==> src/logic/mem_pkg.sv <==
package mem_pkg;

    localparam int ADDR_W     = 32;
    localparam int DATA_W     = 32;
    localparam int BOOT_WORDS = 16;

    // Byte address where the boot region ends
    localparam int BOOT_LIMIT = 64;

    // Boot program image, one word per entry
    localparam logic [DATA_W-1:0] BOOT_IMAGE [BOOT_WORDS] = '{
        32'h0000_0093, 32'h0000_0113, 32'h0000_0193, 32'h0000_0213,
        32'h1000_02b7, 32'h0002_a303, 32'h0063_0393, 32'h0072_a023,
        32'h0040_0413, 32'hfff4_0413, 32'hfe04_1ee3, 32'h0010_0493,
        32'h0094_8533, 32'h00a2_a223, 32'h0000_006f, 32'hdead_beef
    };

    // Data-side opcodes
    typedef enum logic [2:0] {
        OP_LOAD,
        OP_STORE,
        OP_AMO_ADD,
        OP_AMO_SWAP,
        OP_AMO_AND,
        OP_AMO_OR,
        OP_AMO_MAX
    } mem_op_e;

    typedef enum logic [1:0] {
        F_IDLE,
        F_BOOT,
        F_BUS_REQ,
        F_BUS_WAIT
    } fetch_state_e;

    typedef enum logic [2:0] {
        A_IDLE,
        A_READ_REQ,
        A_READ_WAIT,
        A_WRITE_REQ,
        A_WRITE_WAIT,
        A_RESP
    } amo_state_e;

endpackage
==> src/logic/core_mem_wrapper.sv <==
`timescale 1ns/1ps

module core_mem_wrapper #(
    parameter int LINE_BEATS = 4
) (
    input  logic                          clk_i,
    input  logic                          rst_n_i,

    input  logic                          fetch_valid_i,
    output logic                          fetch_ready_o,
    input  logic [mem_pkg::ADDR_W-1:0]    fetch_paddr_i,
    output logic                          fetch_resp_valid_o,
    output logic [mem_pkg::DATA_W-1:0]    fetch_resp_data_o,
    output logic [$clog2(LINE_BEATS)-1:0] fetch_resp_beat_o,

    input  logic                          dreq_valid_i,
    output logic                          dreq_ready_o,
    input  mem_pkg::mem_op_e              dreq_op_i,
    input  logic [mem_pkg::ADDR_W-1:0]    dreq_addr_i,
    input  logic [mem_pkg::DATA_W-1:0]    dreq_wdata_i,
    output logic                          dresp_valid_o,
    output logic [mem_pkg::DATA_W-1:0]    dresp_rdata_o,

    output logic                          mem_req_valid_o,
    input  logic                          mem_req_ready_i,
    output logic                          mem_req_we_o,
    output logic [mem_pkg::ADDR_W-1:0]    mem_req_addr_o,
    output logic [mem_pkg::DATA_W-1:0]    mem_req_wdata_o,
    input  logic                          mem_resp_valid_i,
    input  logic [mem_pkg::DATA_W-1:0]    mem_resp_rdata_i
);

    import mem_pkg::*;

    // Fetch path to arbiter
    logic              fetch_bus_valid;
    logic              fetch_bus_ready;
    logic [ADDR_W-1:0] fetch_bus_addr;
    logic              fetch_bus_resp_valid;
    logic [DATA_W-1:0] fetch_bus_resp_rdata;

    // Data path to arbiter
    logic              amo_bus_valid;
    logic              amo_bus_ready;
    logic              amo_bus_we;
    logic [ADDR_W-1:0] amo_bus_addr;
    logic [DATA_W-1:0] amo_bus_wdata;
    logic              amo_bus_resp_valid;
    logic [DATA_W-1:0] amo_bus_resp_rdata;
    logic              amo_lock;

    fetch_refill #(
        .LINE_BEATS (LINE_BEATS)
    ) u_fetch_refill (
        .clk_i              (clk_i),
        .rst_n_i            (rst_n_i),
        .fetch_valid_i      (fetch_valid_i),
        .fetch_ready_o      (fetch_ready_o),
        .fetch_paddr_i      (fetch_paddr_i),
        .fetch_resp_valid_o (fetch_resp_valid_o),
        .fetch_resp_data_o  (fetch_resp_data_o),
        .fetch_resp_beat_o  (fetch_resp_beat_o),
        .bus_valid_o        (fetch_bus_valid),
        .bus_ready_i        (fetch_bus_ready),
        .bus_addr_o         (fetch_bus_addr),
        .bus_resp_valid_i   (fetch_bus_resp_valid),
        .bus_resp_rdata_i   (fetch_bus_resp_rdata)
    );

    amo_unit u_amo_unit (
        .clk_i            (clk_i),
        .rst_n_i          (rst_n_i),
        .dreq_valid_i     (dreq_valid_i),
        .dreq_ready_o     (dreq_ready_o),
        .dreq_op_i        (dreq_op_i),
        .dreq_addr_i      (dreq_addr_i),
        .dreq_wdata_i     (dreq_wdata_i),
        .dresp_valid_o    (dresp_valid_o),
        .dresp_rdata_o    (dresp_rdata_o),
        .bus_valid_o      (amo_bus_valid),
        .bus_ready_i      (amo_bus_ready),
        .bus_we_o         (amo_bus_we),
        .bus_addr_o       (amo_bus_addr),
        .bus_wdata_o      (amo_bus_wdata),
        .bus_resp_valid_i (amo_bus_resp_valid),
        .bus_resp_rdata_i (amo_bus_resp_rdata),
        .lock_o           (amo_lock)
    );

    mem_arbiter u_mem_arbiter (
        .clk_i              (clk_i),
        .rst_n_i            (rst_n_i),
        .fetch_valid_i      (fetch_bus_valid),
        .fetch_ready_o      (fetch_bus_ready),
        .fetch_addr_i       (fetch_bus_addr),
        .fetch_resp_valid_o (fetch_bus_resp_valid),
        .fetch_resp_rdata_o (fetch_bus_resp_rdata),
        .data_valid_i       (amo_bus_valid),
        .data_ready_o       (amo_bus_ready),
        .data_we_i          (amo_bus_we),
        .data_addr_i        (amo_bus_addr),
        .data_wdata_i       (amo_bus_wdata),
        .data_resp_valid_o  (amo_bus_resp_valid),
        .data_resp_rdata_o  (amo_bus_resp_rdata),
        .lock_i             (amo_lock),
        .mem_req_valid_o    (mem_req_valid_o),
        .mem_req_ready_i    (mem_req_ready_i),
        .mem_req_we_o       (mem_req_we_o),
        .mem_req_addr_o     (mem_req_addr_o),
        .mem_req_wdata_o    (mem_req_wdata_o),
        .mem_resp_valid_i   (mem_resp_valid_i),
        .mem_resp_rdata_i   (mem_resp_rdata_i)
    );

endmodule

==> src/logic/mem_arbiter.sv <==
`timescale 1ns/1ps

module mem_arbiter (
    input  logic                       clk_i,
    input  logic                       rst_n_i,

    // Fetch side, reads only
    input  logic                       fetch_valid_i,
    output logic                       fetch_ready_o,
    input  logic [mem_pkg::ADDR_W-1:0] fetch_addr_i,
    output logic                       fetch_resp_valid_o,
    output logic [mem_pkg::DATA_W-1:0] fetch_resp_rdata_o,

    // Data side
    input  logic                       data_valid_i,
    output logic                       data_ready_o,
    input  logic                       data_we_i,
    input  logic [mem_pkg::ADDR_W-1:0] data_addr_i,
    input  logic [mem_pkg::DATA_W-1:0] data_wdata_i,
    output logic                       data_resp_valid_o,
    output logic [mem_pkg::DATA_W-1:0] data_resp_rdata_o,
    input  logic                       lock_i,

    // Outward memory bus
    output logic                       mem_req_valid_o,
    input  logic                       mem_req_ready_i,
    output logic                       mem_req_we_o,
    output logic [mem_pkg::ADDR_W-1:0] mem_req_addr_o,
    output logic [mem_pkg::DATA_W-1:0] mem_req_wdata_o,
    input  logic                       mem_resp_valid_i,
    input  logic [mem_pkg::DATA_W-1:0] mem_resp_rdata_i
);

    logic busy_q;
    logic owner_data_q;
    logic last_data_q;
    logic hold_q;
    logic hold_data_q;
    logic pick_data;
    logic grant_fetch;
    logic grant_data;
    logic accept;

    always_comb begin
        pick_data = 1'b0;
        if (lock_i) begin
            pick_data = 1'b1;
        end else if (hold_q) begin
            // Keep a stalled request on the bus unchanged
            pick_data = hold_data_q;
        end else if (fetch_valid_i && data_valid_i) begin
            pick_data = !last_data_q;
        end else begin
            pick_data = data_valid_i;
        end
    end

    assign grant_data  = !busy_q && pick_data && data_valid_i;
    assign grant_fetch = !busy_q && !pick_data && fetch_valid_i;
    assign accept      = mem_req_valid_o && mem_req_ready_i;

    assign mem_req_valid_o = grant_fetch || grant_data;
    assign mem_req_we_o    = grant_data && data_we_i;
    assign mem_req_addr_o  = grant_data ? data_addr_i : fetch_addr_i;
    assign mem_req_wdata_o = grant_data ? data_wdata_i : '0;

    assign fetch_ready_o = grant_fetch && mem_req_ready_i;
    assign data_ready_o  = grant_data && mem_req_ready_i;

    always_ff @(posedge clk_i or negedge rst_n_i) begin
        if (!rst_n_i) begin
            busy_q       <= 1'b0;
            owner_data_q <= 1'b0;
            last_data_q  <= 1'b0;
            hold_q       <= 1'b0;
            hold_data_q  <= 1'b0;
        end else begin
            hold_q      <= mem_req_valid_o && !mem_req_ready_i;
            hold_data_q <= grant_data;
            if (accept) begin
                busy_q       <= 1'b1;
                owner_data_q <= grant_data;
                // Rotate priority only when both sides competed
                if (fetch_valid_i && data_valid_i) begin
                    last_data_q <= grant_data;
                end
            end else if (mem_resp_valid_i) begin
                busy_q <= 1'b0;
            end
        end
    end

    // Route the single outstanding response to its issuer
    assign fetch_resp_valid_o = mem_resp_valid_i && busy_q && !owner_data_q;
    assign data_resp_valid_o  = mem_resp_valid_i && busy_q && owner_data_q;
    assign fetch_resp_rdata_o = mem_resp_rdata_i;
    assign data_resp_rdata_o  = mem_resp_rdata_i;

endmodule

==> src/logic/amo_unit.sv <==
`timescale 1ns/1ps

module amo_unit (
    input  logic                       clk_i,
    input  logic                       rst_n_i,

    // Data request from the core
    input  logic                       dreq_valid_i,
    output logic                       dreq_ready_o,
    input  mem_pkg::mem_op_e           dreq_op_i,
    input  logic [mem_pkg::ADDR_W-1:0] dreq_addr_i,
    input  logic [mem_pkg::DATA_W-1:0] dreq_wdata_i,
    output logic                       dresp_valid_o,
    output logic [mem_pkg::DATA_W-1:0] dresp_rdata_o,

    // Requester port towards the arbiter
    output logic                       bus_valid_o,
    input  logic                       bus_ready_i,
    output logic                       bus_we_o,
    output logic [mem_pkg::ADDR_W-1:0] bus_addr_o,
    output logic [mem_pkg::DATA_W-1:0] bus_wdata_o,
    input  logic                       bus_resp_valid_i,
    input  logic [mem_pkg::DATA_W-1:0] bus_resp_rdata_i,
    output logic                       lock_o
);

    import mem_pkg::*;

    amo_state_e          state_q;
    mem_op_e             op_q;
    logic [ADDR_W-1:0]   addr_q;
    logic [DATA_W-1:0]   operand_q;
    logic [DATA_W-1:0]   old_q;
    logic [DATA_W-1:0]   new_q;
    logic                is_amo;

    // New memory value for a read-modify-write
    function automatic logic [DATA_W-1:0] amo_apply(
        input mem_op_e           op,
        input logic [DATA_W-1:0] old_val,
        input logic [DATA_W-1:0] opnd
    );
        logic [DATA_W-1:0] res;
        case (op)
            OP_AMO_ADD:  res = old_val + opnd;
            OP_AMO_SWAP: res = opnd;
            OP_AMO_AND:  res = old_val & opnd;
            OP_AMO_OR:   res = old_val | opnd;
            OP_AMO_MAX:  res = ($signed(old_val) > $signed(opnd)) ? old_val : opnd;
            default:     res = old_val;
        endcase
        return res;
    endfunction

    assign is_amo = (op_q != OP_LOAD) && (op_q != OP_STORE);

    always_ff @(posedge clk_i or negedge rst_n_i) begin
        if (!rst_n_i) begin
            state_q <= A_IDLE;
            op_q    <= OP_LOAD;
        end else begin
            case (state_q)
                A_IDLE: begin
                    if (dreq_valid_i) begin
                        op_q    <= dreq_op_i;
                        state_q <= (dreq_op_i == OP_STORE) ? A_WRITE_REQ : A_READ_REQ;
                    end
                end
                A_READ_REQ:   if (bus_ready_i) state_q <= A_READ_WAIT;
                A_READ_WAIT: begin
                    if (bus_resp_valid_i) begin
                        state_q <= is_amo ? A_WRITE_REQ : A_RESP;
                    end
                end
                A_WRITE_REQ:  if (bus_ready_i) state_q <= A_WRITE_WAIT;
                A_WRITE_WAIT: if (bus_resp_valid_i) state_q <= A_RESP;
                A_RESP:       state_q <= A_IDLE;
                default:      state_q <= A_IDLE;
            endcase
        end
    end

    always_ff @(posedge clk_i) begin
        if (state_q == A_IDLE && dreq_valid_i) begin
            addr_q    <= dreq_addr_i;
            operand_q <= dreq_wdata_i;
            new_q     <= dreq_wdata_i;
            // Stores answer with zero
            old_q     <= '0;
        end else if (state_q == A_READ_WAIT && bus_resp_valid_i) begin
            old_q <= bus_resp_rdata_i;
            new_q <= amo_apply(op_q, bus_resp_rdata_i, operand_q);
        end
    end

    assign dreq_ready_o  = (state_q == A_IDLE);
    assign dresp_valid_o = (state_q == A_RESP);
    assign dresp_rdata_o = old_q;

    assign bus_valid_o = (state_q == A_READ_REQ) || (state_q == A_WRITE_REQ);
    assign bus_we_o    = (state_q == A_WRITE_REQ);
    assign bus_addr_o  = addr_q;
    assign bus_wdata_o = new_q;

    // Held from the accepted read until the write response
    assign lock_o = is_amo && ((state_q == A_READ_WAIT) || (state_q == A_WRITE_REQ) ||
                               (state_q == A_WRITE_WAIT));

endmodule

==> src/logic/fetch_refill.sv <==
`timescale 1ns/1ps

module fetch_refill #(
    parameter int LINE_BEATS = 4
) (
    input  logic                          clk_i,
    input  logic                          rst_n_i,

    // Line fetch request and beat responses
    input  logic                          fetch_valid_i,
    output logic                          fetch_ready_o,
    input  logic [mem_pkg::ADDR_W-1:0]    fetch_paddr_i,
    output logic                          fetch_resp_valid_o,
    output logic [mem_pkg::DATA_W-1:0]    fetch_resp_data_o,
    output logic [$clog2(LINE_BEATS)-1:0] fetch_resp_beat_o,

    // Read-only requester port towards the arbiter
    output logic                          bus_valid_o,
    input  logic                          bus_ready_i,
    output logic [mem_pkg::ADDR_W-1:0]    bus_addr_o,
    input  logic                          bus_resp_valid_i,
    input  logic [mem_pkg::DATA_W-1:0]    bus_resp_rdata_i
);

    import mem_pkg::*;

    localparam int BEAT_W    = $clog2(LINE_BEATS);
    localparam int ROM_IDX_W = $clog2(BOOT_WORDS);
    localparam logic [BEAT_W-1:0] LAST_BEAT = BEAT_W'(LINE_BEATS - 1);

    fetch_state_e          state_q;
    logic [BEAT_W-1:0]     beat_q;
    logic [ADDR_W-1:0]     line_addr_q;
    logic                  rom_valid_q;
    logic [BEAT_W-1:0]     rom_beat_q;
    logic [ROM_IDX_W-1:0]  rom_word;
    logic [DATA_W-1:0]     rom_data;
    logic                  boot_hit;

    assign boot_hit = (fetch_paddr_i < ADDR_W'(BOOT_LIMIT));
    assign rom_word = line_addr_q[2 +: ROM_IDX_W] + ROM_IDX_W'(beat_q);

    bootrom u_bootrom (
        .clk_i     (clk_i),
        .rst_n_i   (rst_n_i),
        .rd_en_i   (state_q == F_BOOT),
        .rd_word_i (rom_word),
        .rd_data_o (rom_data)
    );

    always_ff @(posedge clk_i or negedge rst_n_i) begin
        if (!rst_n_i) begin
            state_q     <= F_IDLE;
            beat_q      <= '0;
            rom_valid_q <= 1'b0;
            rom_beat_q  <= '0;
        end else begin
            // ROM data lags the read by one cycle, so the beat tag follows it
            rom_valid_q <= (state_q == F_BOOT);
            rom_beat_q  <= beat_q;
            case (state_q)
                F_IDLE: begin
                    if (fetch_valid_i) begin
                        beat_q  <= '0;
                        state_q <= boot_hit ? F_BOOT : F_BUS_REQ;
                    end
                end
                F_BOOT: begin
                    if (beat_q == LAST_BEAT) begin
                        beat_q  <= '0;
                        state_q <= F_IDLE;
                    end else begin
                        beat_q <= beat_q + 1'b1;
                    end
                end
                F_BUS_REQ: begin
                    if (bus_ready_i) begin
                        state_q <= F_BUS_WAIT;
                    end
                end
                F_BUS_WAIT: begin
                    if (bus_resp_valid_i) begin
                        if (beat_q == LAST_BEAT) begin
                            beat_q  <= '0;
                            state_q <= F_IDLE;
                        end else begin
                            beat_q  <= beat_q + 1'b1;
                            state_q <= F_BUS_REQ;
                        end
                    end
                end
                default: state_q <= F_IDLE;
            endcase
        end
    end

    always_ff @(posedge clk_i) begin
        if (fetch_valid_i && fetch_ready_o) begin
            line_addr_q <= fetch_paddr_i;
        end
    end

    assign fetch_ready_o = (state_q == F_IDLE);

    // Sequential word reads across the line
    assign bus_valid_o = (state_q == F_BUS_REQ);
    assign bus_addr_o  = line_addr_q + (ADDR_W'(beat_q) << 2);

    assign fetch_resp_valid_o = rom_valid_q || ((state_q == F_BUS_WAIT) && bus_resp_valid_i);
    assign fetch_resp_data_o  = rom_valid_q ? rom_data : bus_resp_rdata_i;
    assign fetch_resp_beat_o  = rom_valid_q ? rom_beat_q : beat_q;

endmodule

==> src/logic/bootrom.sv <==
`timescale 1ns/1ps

module bootrom (
    input  logic                                   clk_i,
    input  logic                                   rst_n_i,
    input  logic                                   rd_en_i,
    input  logic [$clog2(mem_pkg::BOOT_WORDS)-1:0] rd_word_i,
    output logic [mem_pkg::DATA_W-1:0]             rd_data_o
);

    import mem_pkg::*;

    // Word held for one cycle after the read
    always_ff @(posedge clk_i or negedge rst_n_i) begin
        if (!rst_n_i) begin
            rd_data_o <= '0;
        end else if (rd_en_i) begin
            rd_data_o <= BOOT_IMAGE[rd_word_i];
        end
    end

endmodule

==> config.mk <==
export PLATFORM = sky130hd
export DESIGN_NAME = core_mem_wrapper
export DESIGN_NICKNAME = d
export VERILOG_FILES = /design/src/logic/mem_pkg.sv /design/src/logic/core_mem_wrapper.sv /design/src/logic/mem_arbiter.sv /design/src/logic/amo_unit.sv /design/src/logic/fetch_refill.sv /design/src/logic/bootrom.sv
export SDC_FILE = /design/constraint.sdc
export NUM_CORES = 1
export LEC_CHECK = 0
export BUFFER_PORTS_ARGS = -buffer_cell sky130_fd_sc_hd__buf_2
export CAP_MARGIN = 20
export CORE_UTILIZATION = 40
export CTS_CLUSTER_DIAMETER = 60
export DETAILED_ROUTE_END_ITERATION = 12
export PLACE_DENSITY_LB_ADDON = 0.3
export SYNTH_ARGS = -nofsm -noshare
export SYNTH_HDL_FRONTEND = slang
export SYNTH_SLANG_ARGS = --single-unit
==> constraint.sdc <==
create_clock -name clk_i -period 3.23 [get_ports clk_i]
set_clock_uncertainty 0.1 [all_clocks]
set_input_delay 0.323 -clock clk_i [delete_from_list [all_inputs] [get_ports clk_i]]
set_output_delay 0.323 -clock clk_i [all_outputs]
set_load 0.1 [all_outputs]
# == After elaboration in Yosys (flattened, before gate mapping) ==
# Memory sizes are Yosys's and may differ from the RTL's. A register that Yosys moved wholly into a read port is not among the register bits.
# Cells that the tools add are included.
# op_classes
n_addsub,4
order_cmp,2
n_eq_ne,25
n_mux,32
bitwise,3
reduce_logical,41
# op_table
op,count
2-to-1 mux 32 bit,6
one-hot mux 32 bit (5 select lines),1
adder 32 bit,1
adder 32 x 4 -> 32 bit,1
AND 32 bit,1
greater-than comparator 32 bit,1
"less-than comparator 32 x 7 -> 1 bit, second input constant",1
OR 32 bit,1
2-to-1 mux 2 bit,11
logical AND 1 bit,19
2-to-1 mux 3 bit,6
"== test 3 bit, second input constant",5
one-hot mux 3 bit (5 select lines),1
"== test 3 x 2 -> 1 bit, second input constant",4
"inequality test 2 bit, second input constant",5
"inequality test 2 x 1 -> 1 bit, second input constant",4
one-hot mux 2 bit (4 select lines),1
"== test 2 bit, second input constant",3
"== test 3 x 1 -> 1 bit, second input constant",2
logical NOT 1 bit,6
one-hot mux 2 bit (3 select lines),1
nonzero test 3 bit,2
logical OR 1 bit,5
2-to-1 mux 1 bit,5
other kinds (12),14
# totals
ff_bits,178
romBits,512
in_bits,137
output_inout_bits,136
elab_cells,124
n_memories,1
# mem_list
name,depth,word_bits,rd,rd_ports_with_merged_regs,write_ports,line_no,rtl
(name not given),16,32,1,1,0,bootrom.sv:18,rd_data_o <= BOOT_IMAGE[rd_word_i];

# == Depth between registers and ports, before layout ==
# depth
word_depth,12
mapped_depth,13
ltp_nobuf,10

# == By module ==
# Synthesis repeated with hierarchy kept, for this count alone.
# unflattened
hier_cells,1745
area_unflattened_um2,15511.1
# modules_own_cells
module,n_inst,cells_each,area_each_um2,seq_area_each_um2
amo_unit,1,1104,9635.5,3673.5
fetch_refill,1,204,2388.5,1136.1
mem_arbiter,1,292,2049.5,125.1
bootrom,1,145,1437.6,625.6

# == Worst setup path before layout ==
# OpenSTA, ideal clock, no wires.
# synth_timing
kind,flip-flop to flip-flop
start,register u_amo_unit.state_q[0]
end,"register u_amo_unit.addr_q[0] (netlist: u_amo_unit.bus_addr_o[0]), enable pin"
setup_ns,0.453
arrival_ns,5.154
t_required_ns,2.677
path_slack_ns,-2.478
path_stages_with_launch,6
n_path_buf,2
period_less_slack_ns,5.708
path_cell_list,dfrtp_1 > clkbuf_1 > nor3_1 > nand2_1 > inv_2 > clkbuf_1
# synth_between
elab_chain_cells,2
# synth_rtl
item,line_no,rtl
from (decl),amo_unit.sv:29,amo_state_e state_q;
from (signal assigned),amo_unit.sv:66,state_q <= (dreq_op_i == OP_STORE) ? A_WRITE_REQ : A_READ_REQ;
from (signal assigned),amo_unit.sv:72,state_q <= is_amo ? A_WRITE_REQ : A_RESP;
logical NOT 3 bit,-,
named net dreq_ready_o,core_mem_wrapper.sv:17,"output logic dreq_ready_o,"
logical AND 1 bit,amo_unit.sv:84,if (state_q == A_IDLE && dreq_valid_i) begin
to (signal assigned),amo_unit.sv:85,addr_q <= dreq_addr_i;
to (decl),amo_unit.sv:31,logic [ADDR_W-1:0] addr_q;
# The timed path passes the listed nets, and every way through them passes these cells.
# A chain may end at the register's enable or synchronous reset.

# == Final worst setup path ==
# layout_timing
start,register u_amo_unit.operand_q[4]
end,"register u_amo_unit.new_q[25] (netlist: u_amo_unit.bus_wdata_o[25]), data pin"
# layout_between
elab_chain_cells,5
elab_cells_between_ends,6
classes_between,add/sub (1); order compare (1); mux (4)
# layout_rtl
item,line_no,rtl
from (decl),amo_unit.sv:32,logic [DATA_W-1:0] operand_q;
from (signal assigned),amo_unit.sv:86,operand_q <= dreq_wdata_i;
greater-than comparator 32 bit,amo_unit.sv:49,OP_AMO_MAX: res = ($signed(old_val) > $signed(opnd)) ? old_val : opnd;
2-to-1 mux 32 bit,amo_unit.sv:49,
one-hot mux 32 bit (5 select lines) *,amo_unit.sv:44,case (op)
2-to-1 mux 32 bit *,amo_unit.sv:90,end else if (state_q == A_READ_WAIT && bus_resp_valid_i) begin
2-to-1 mux 32 bit *,amo_unit.sv:84,
to (signal assigned),amo_unit.sv:87,new_q <= dreq_wdata_i;
to (signal assigned),amo_unit.sv:92,"new_q <= amo_apply(op_q, bus_resp_rdata_i, operand_q);"
to (decl),amo_unit.sv:34,logic [DATA_W-1:0] new_q;
# Mark *: on every way between the ends. The rest lies on a longest branch, timed or not. The select of a mux whose other input is x is not followed.

==> impl_metrics.tcl <==
set metrics [dict create \
    outcome "completed" \
    cts_buffers 27 \
    min_to "u_amo_unit.dresp_rdata_o[12]$_SDFFE_PP0P_" \
    crit_arrival_ns 3.41 \
    maxSlewViolCount 0 \
    drtIter0Drc 1044 \
    die_h_um 187 \
    post-route-period-util 0.990 \
    dr_total_vias 14100 \
    utilization 0.606 \
    worstPathRequired_ns 3.44 \
    coreArea_mm2 0.0336 \
    crit_type "flip-flop to flip-flop" \
    insertion_delay_ns 0.55 \
    slowest_stage "or4_4" \
    min_period_ns 3.20 \
    design_area_mm2 0.0204 \
    ir_drop_v 0.00100 \
    rsz0062_at_grt "true" \
    detail_route.vias_per_cell 5.50 \
    hpwl_mm 34.9 \
    end_kind "flip-flop" \
    crit_path_max_fanout 6 \
    post_drt_wl_per_cell_um 19.7 \
    overflow 0 \
    htreeDepth 1 \
    final_common_cell "nand2_1" \
    syn-num-nets 1798 \
    max_cap_viol_count 0 \
    root_buffer "clkbuf_16" \
    synthAdderAreaFrac 0.0989 \
    yosys.area.top_type "edfxtp_1" \
    initial_core_util 0.407 \
    met3_usage 0.0460 \
    synth_top_family_by_area "compound AO/OA/AOI/OAI gates" \
    hp-class "input port to flip-flop" \
    cts_sinks 203 \
    grt_pass1_vias 13700 \
    gp_congestion 0.933 \
    grt_pass1_wl_mm 76.5 \
    grt_util_met2 0.456 \
    grt.met1_usage 0.358 \
    hold_viol_final 0 \
    synth_top_area_share 0.281 \
    holdPathStages 4 \
    io_pins 273 \
    async_reset_ff_frac 0.212 \
    power.total_uw 21600 \
    startpoint_type "flip-flop" \
    routed_wl_mm 50.4 \
    synth-compound-area-share 0.212 \
    setup_viol 0 \
    clockBufferDepth 3 \
    antenna_left 0 \
    syn_avg_cell_area_um2 8.81 \
    synthMuxAreaShare 0.0289 \
    max_freq_ghz 0.313 \
    crit_chain "buf_4 > buf_4 > ha_4 > a21o_1 > a31o_4 > o2111a_1 > or4_4 > o21a_4 > a31oi_4 > mux2i_1 > a21oi_1" \
    hold_start "mem_resp_rdata_i[12]" \
    fin_nets 2337 \
    mostFrequentLayoutCells "nand2_1 (236), buf_4 (215), buf_2 (206), o21ai_0 (153), a21oi_1 (146)" \
    leakagePower_uw 0.00878 \
    r2r_end "u_amo_unit.bus_wdata_o[25]$_DFFE_PP_" \
    top_usage_layer "met2" \
    ys_ff_latch 203 \
    ys_seq_area_frac 0.406 \
    setup_tns_ns 0 \
    max_slew_margin 0.459 \
    row_count 67 \
    cts_tree "done" \
    reg2reg_slack_ns 0.03 \
    drive_gt1_frac 0.316 \
    port_buffers 272 \
    synth_cell_types 78 \
    place_area_mm2 0.0176 \
    grt_max_degree 45 \
    r2r-start "u_amo_unit.operand_q[4]$_DFFE_PP_" \
    synth-xor-area-share 0.0320 \
    syn2layout_area_growth_pct 48.8 \
    synth_cells 1554 \
    p_per_area_mw_per_mm2 1060 \
    synth-simple-area-share 0.166 \
    fin_ws_ns 0.0307 \
    synthFlopType "edfxtp_1" \
    synth_edf_count 128 \
    worst_pin_slew_ns 0.811 \
    synthTopCellsByArea "edfxtp_1 (28%), ha_1 (9.6%), dfrtp_1 (7.9%), nand2_1 (6.5%), o21ai_0 (6.4%)" \
    dr.pass1.iters 5 \
    cp_common_cell "buf_4" \
    yosys_warnings 0 \
    die_area_mm2 0.0350 \
    die_x_um 187 \
    r2r_cells 11 \
    cpPeakStageDelay_ns 0.55 \
    drc 0 \
    synth_area_mm2 0.0137 \
    grt_util_all_layers 0.278 \
    place_ws_ns -0.297 \
    antenna_found_initial 4 \
    path_clk_slew_ns 0.06 \
]
## synth_stat cells, types with 13 or more instances
cell type,number
nand2_1,237
o21ai_0,174
xnor2_1,25
a21oi_1,148
edfxtp_1,128
nor4_1,13
ha_1,105
clkbuf_1,75
dfxtp_1,32
nand3_1,35
mux2i_1,26
nor2_1,78
a21o_1,14
a211oi_1,15
nor3_1,19
inv_1,88
dfrtp_1,43
and2_1,41
a22oi_1,24
xor2_1,25
## routing by layer
metal	part of all wire	vias up	wire length [um]
li1	-	6620	-
met1	0.41	6739	20800
met2	0.46	604	23400
met3	0.073	126	3690
met4	0.049	4	2460
met5	0.00058	-	29
## area by class of cell
cell class	instances	area [um2]
fillers	2795	13200
clock inverters	16	113
well taps	448	561
clock buffers	34	733
inverters	89	337
repair buffers	605	5200
flip-flops and latches	203	5570
diodes	1	2.50
multi-input cells	1167	7860
## registers in the layout (all words and copies together) (netlist names), 3 cells and up
register / cells
u_amo_unit.bus_wdata_o: 32
u_fetch_refill.line_addr_q: 32
u_amo_unit.op_q: 3
u_amo_unit.bus_addr_o: 32
u_amo_unit.dresp_rdata_o: 32
u_fetch_refill.u_bootrom.rd_data_o: 25
u_amo_unit.state_q: 3
u_amo_unit.operand_q: 32
## worst max-delay path by stage
stage | from | end | cells after the start
2_1_floorplan | u_amo_unit.state_q[0]$_DFFE_PN0P_ | mem_req_we_o | 5
3_5_place_dp | mem_resp_rdata_i[29] | u_amo_unit.bus_wdata_o[26]$_DFFE_PP_ | 11
6_report | u_amo_unit.operand_q[4]$_DFFE_PP_ | u_amo_unit.bus_wdata_o[25]$_DFFE_PP_ | 11
5_1_grt | u_amo_unit.operand_q[8]$_DFFE_PP_ | u_amo_unit.bus_wdata_o[31]$_DFFE_PP_ | 11
3_3_place_gp | mem_resp_rdata_i[29] | u_amo_unit.bus_wdata_o[28]$_DFFE_PP_ | 11
4_1_cts | u_amo_unit.operand_q[4]$_DFFE_PP_ | u_amo_unit.bus_wdata_o[29]$_DFFE_PP_ | 11
## through the flow
| step | hold WS [ns] | cells |
|---|---|---|
| 2_1_floorplan | -0.0726 | 1554 |
| 3_3_place_gp | 0.340 | 2369 |
| 3_5_place_dp | 0.345 | 2369 |
| 4_1_cts | 0.0424 | 2546 |
| 5_1_grt | 0.0569 | 2563 |
| 6_report | 0.0617 | 2563 |
## logic make-up after synthesis
kind of cell             after synthesis
buffers and inverters                184
AND/OR/NAND/NOR                      491
multiplexers                          38
flip-flops                           203
XOR/XNOR                              50
adder cells (fa/ha/maj)              107
AO/OA/AOI/OAI                        481
## worst max-delay path: cells and delay by family (launching register included)
kind / cells / cell delay [ns]
AO/OA/AOI/OAI: 6 / 1.21
adder cells (fa/ha/maj): 1 / 0.15
buffers and inverters: 2 / 0.29
flip-flops: 1 / 0.39
multiplexers: 1 / 0.25
AND/OR/NAND/NOR: 1 / 0.55
## power by group
group / switching [uW] / total [uW] / internal (uW)
Clock: 1240 / 2860 / 1630
Combinational: 10000 / 14700 / 4680
Sequential: 419 / 4030 / 3610
## timing repair
item	CTS	global route
hold endpoints to repair	156	0
setup buffers	20	15
pin swaps	21	34
cloned	1	0
resized for setup	53	58
hold buffers	107	0
setup endpoints to repair	51	92
Note: power is estimated with default switching activity, not from simulation.
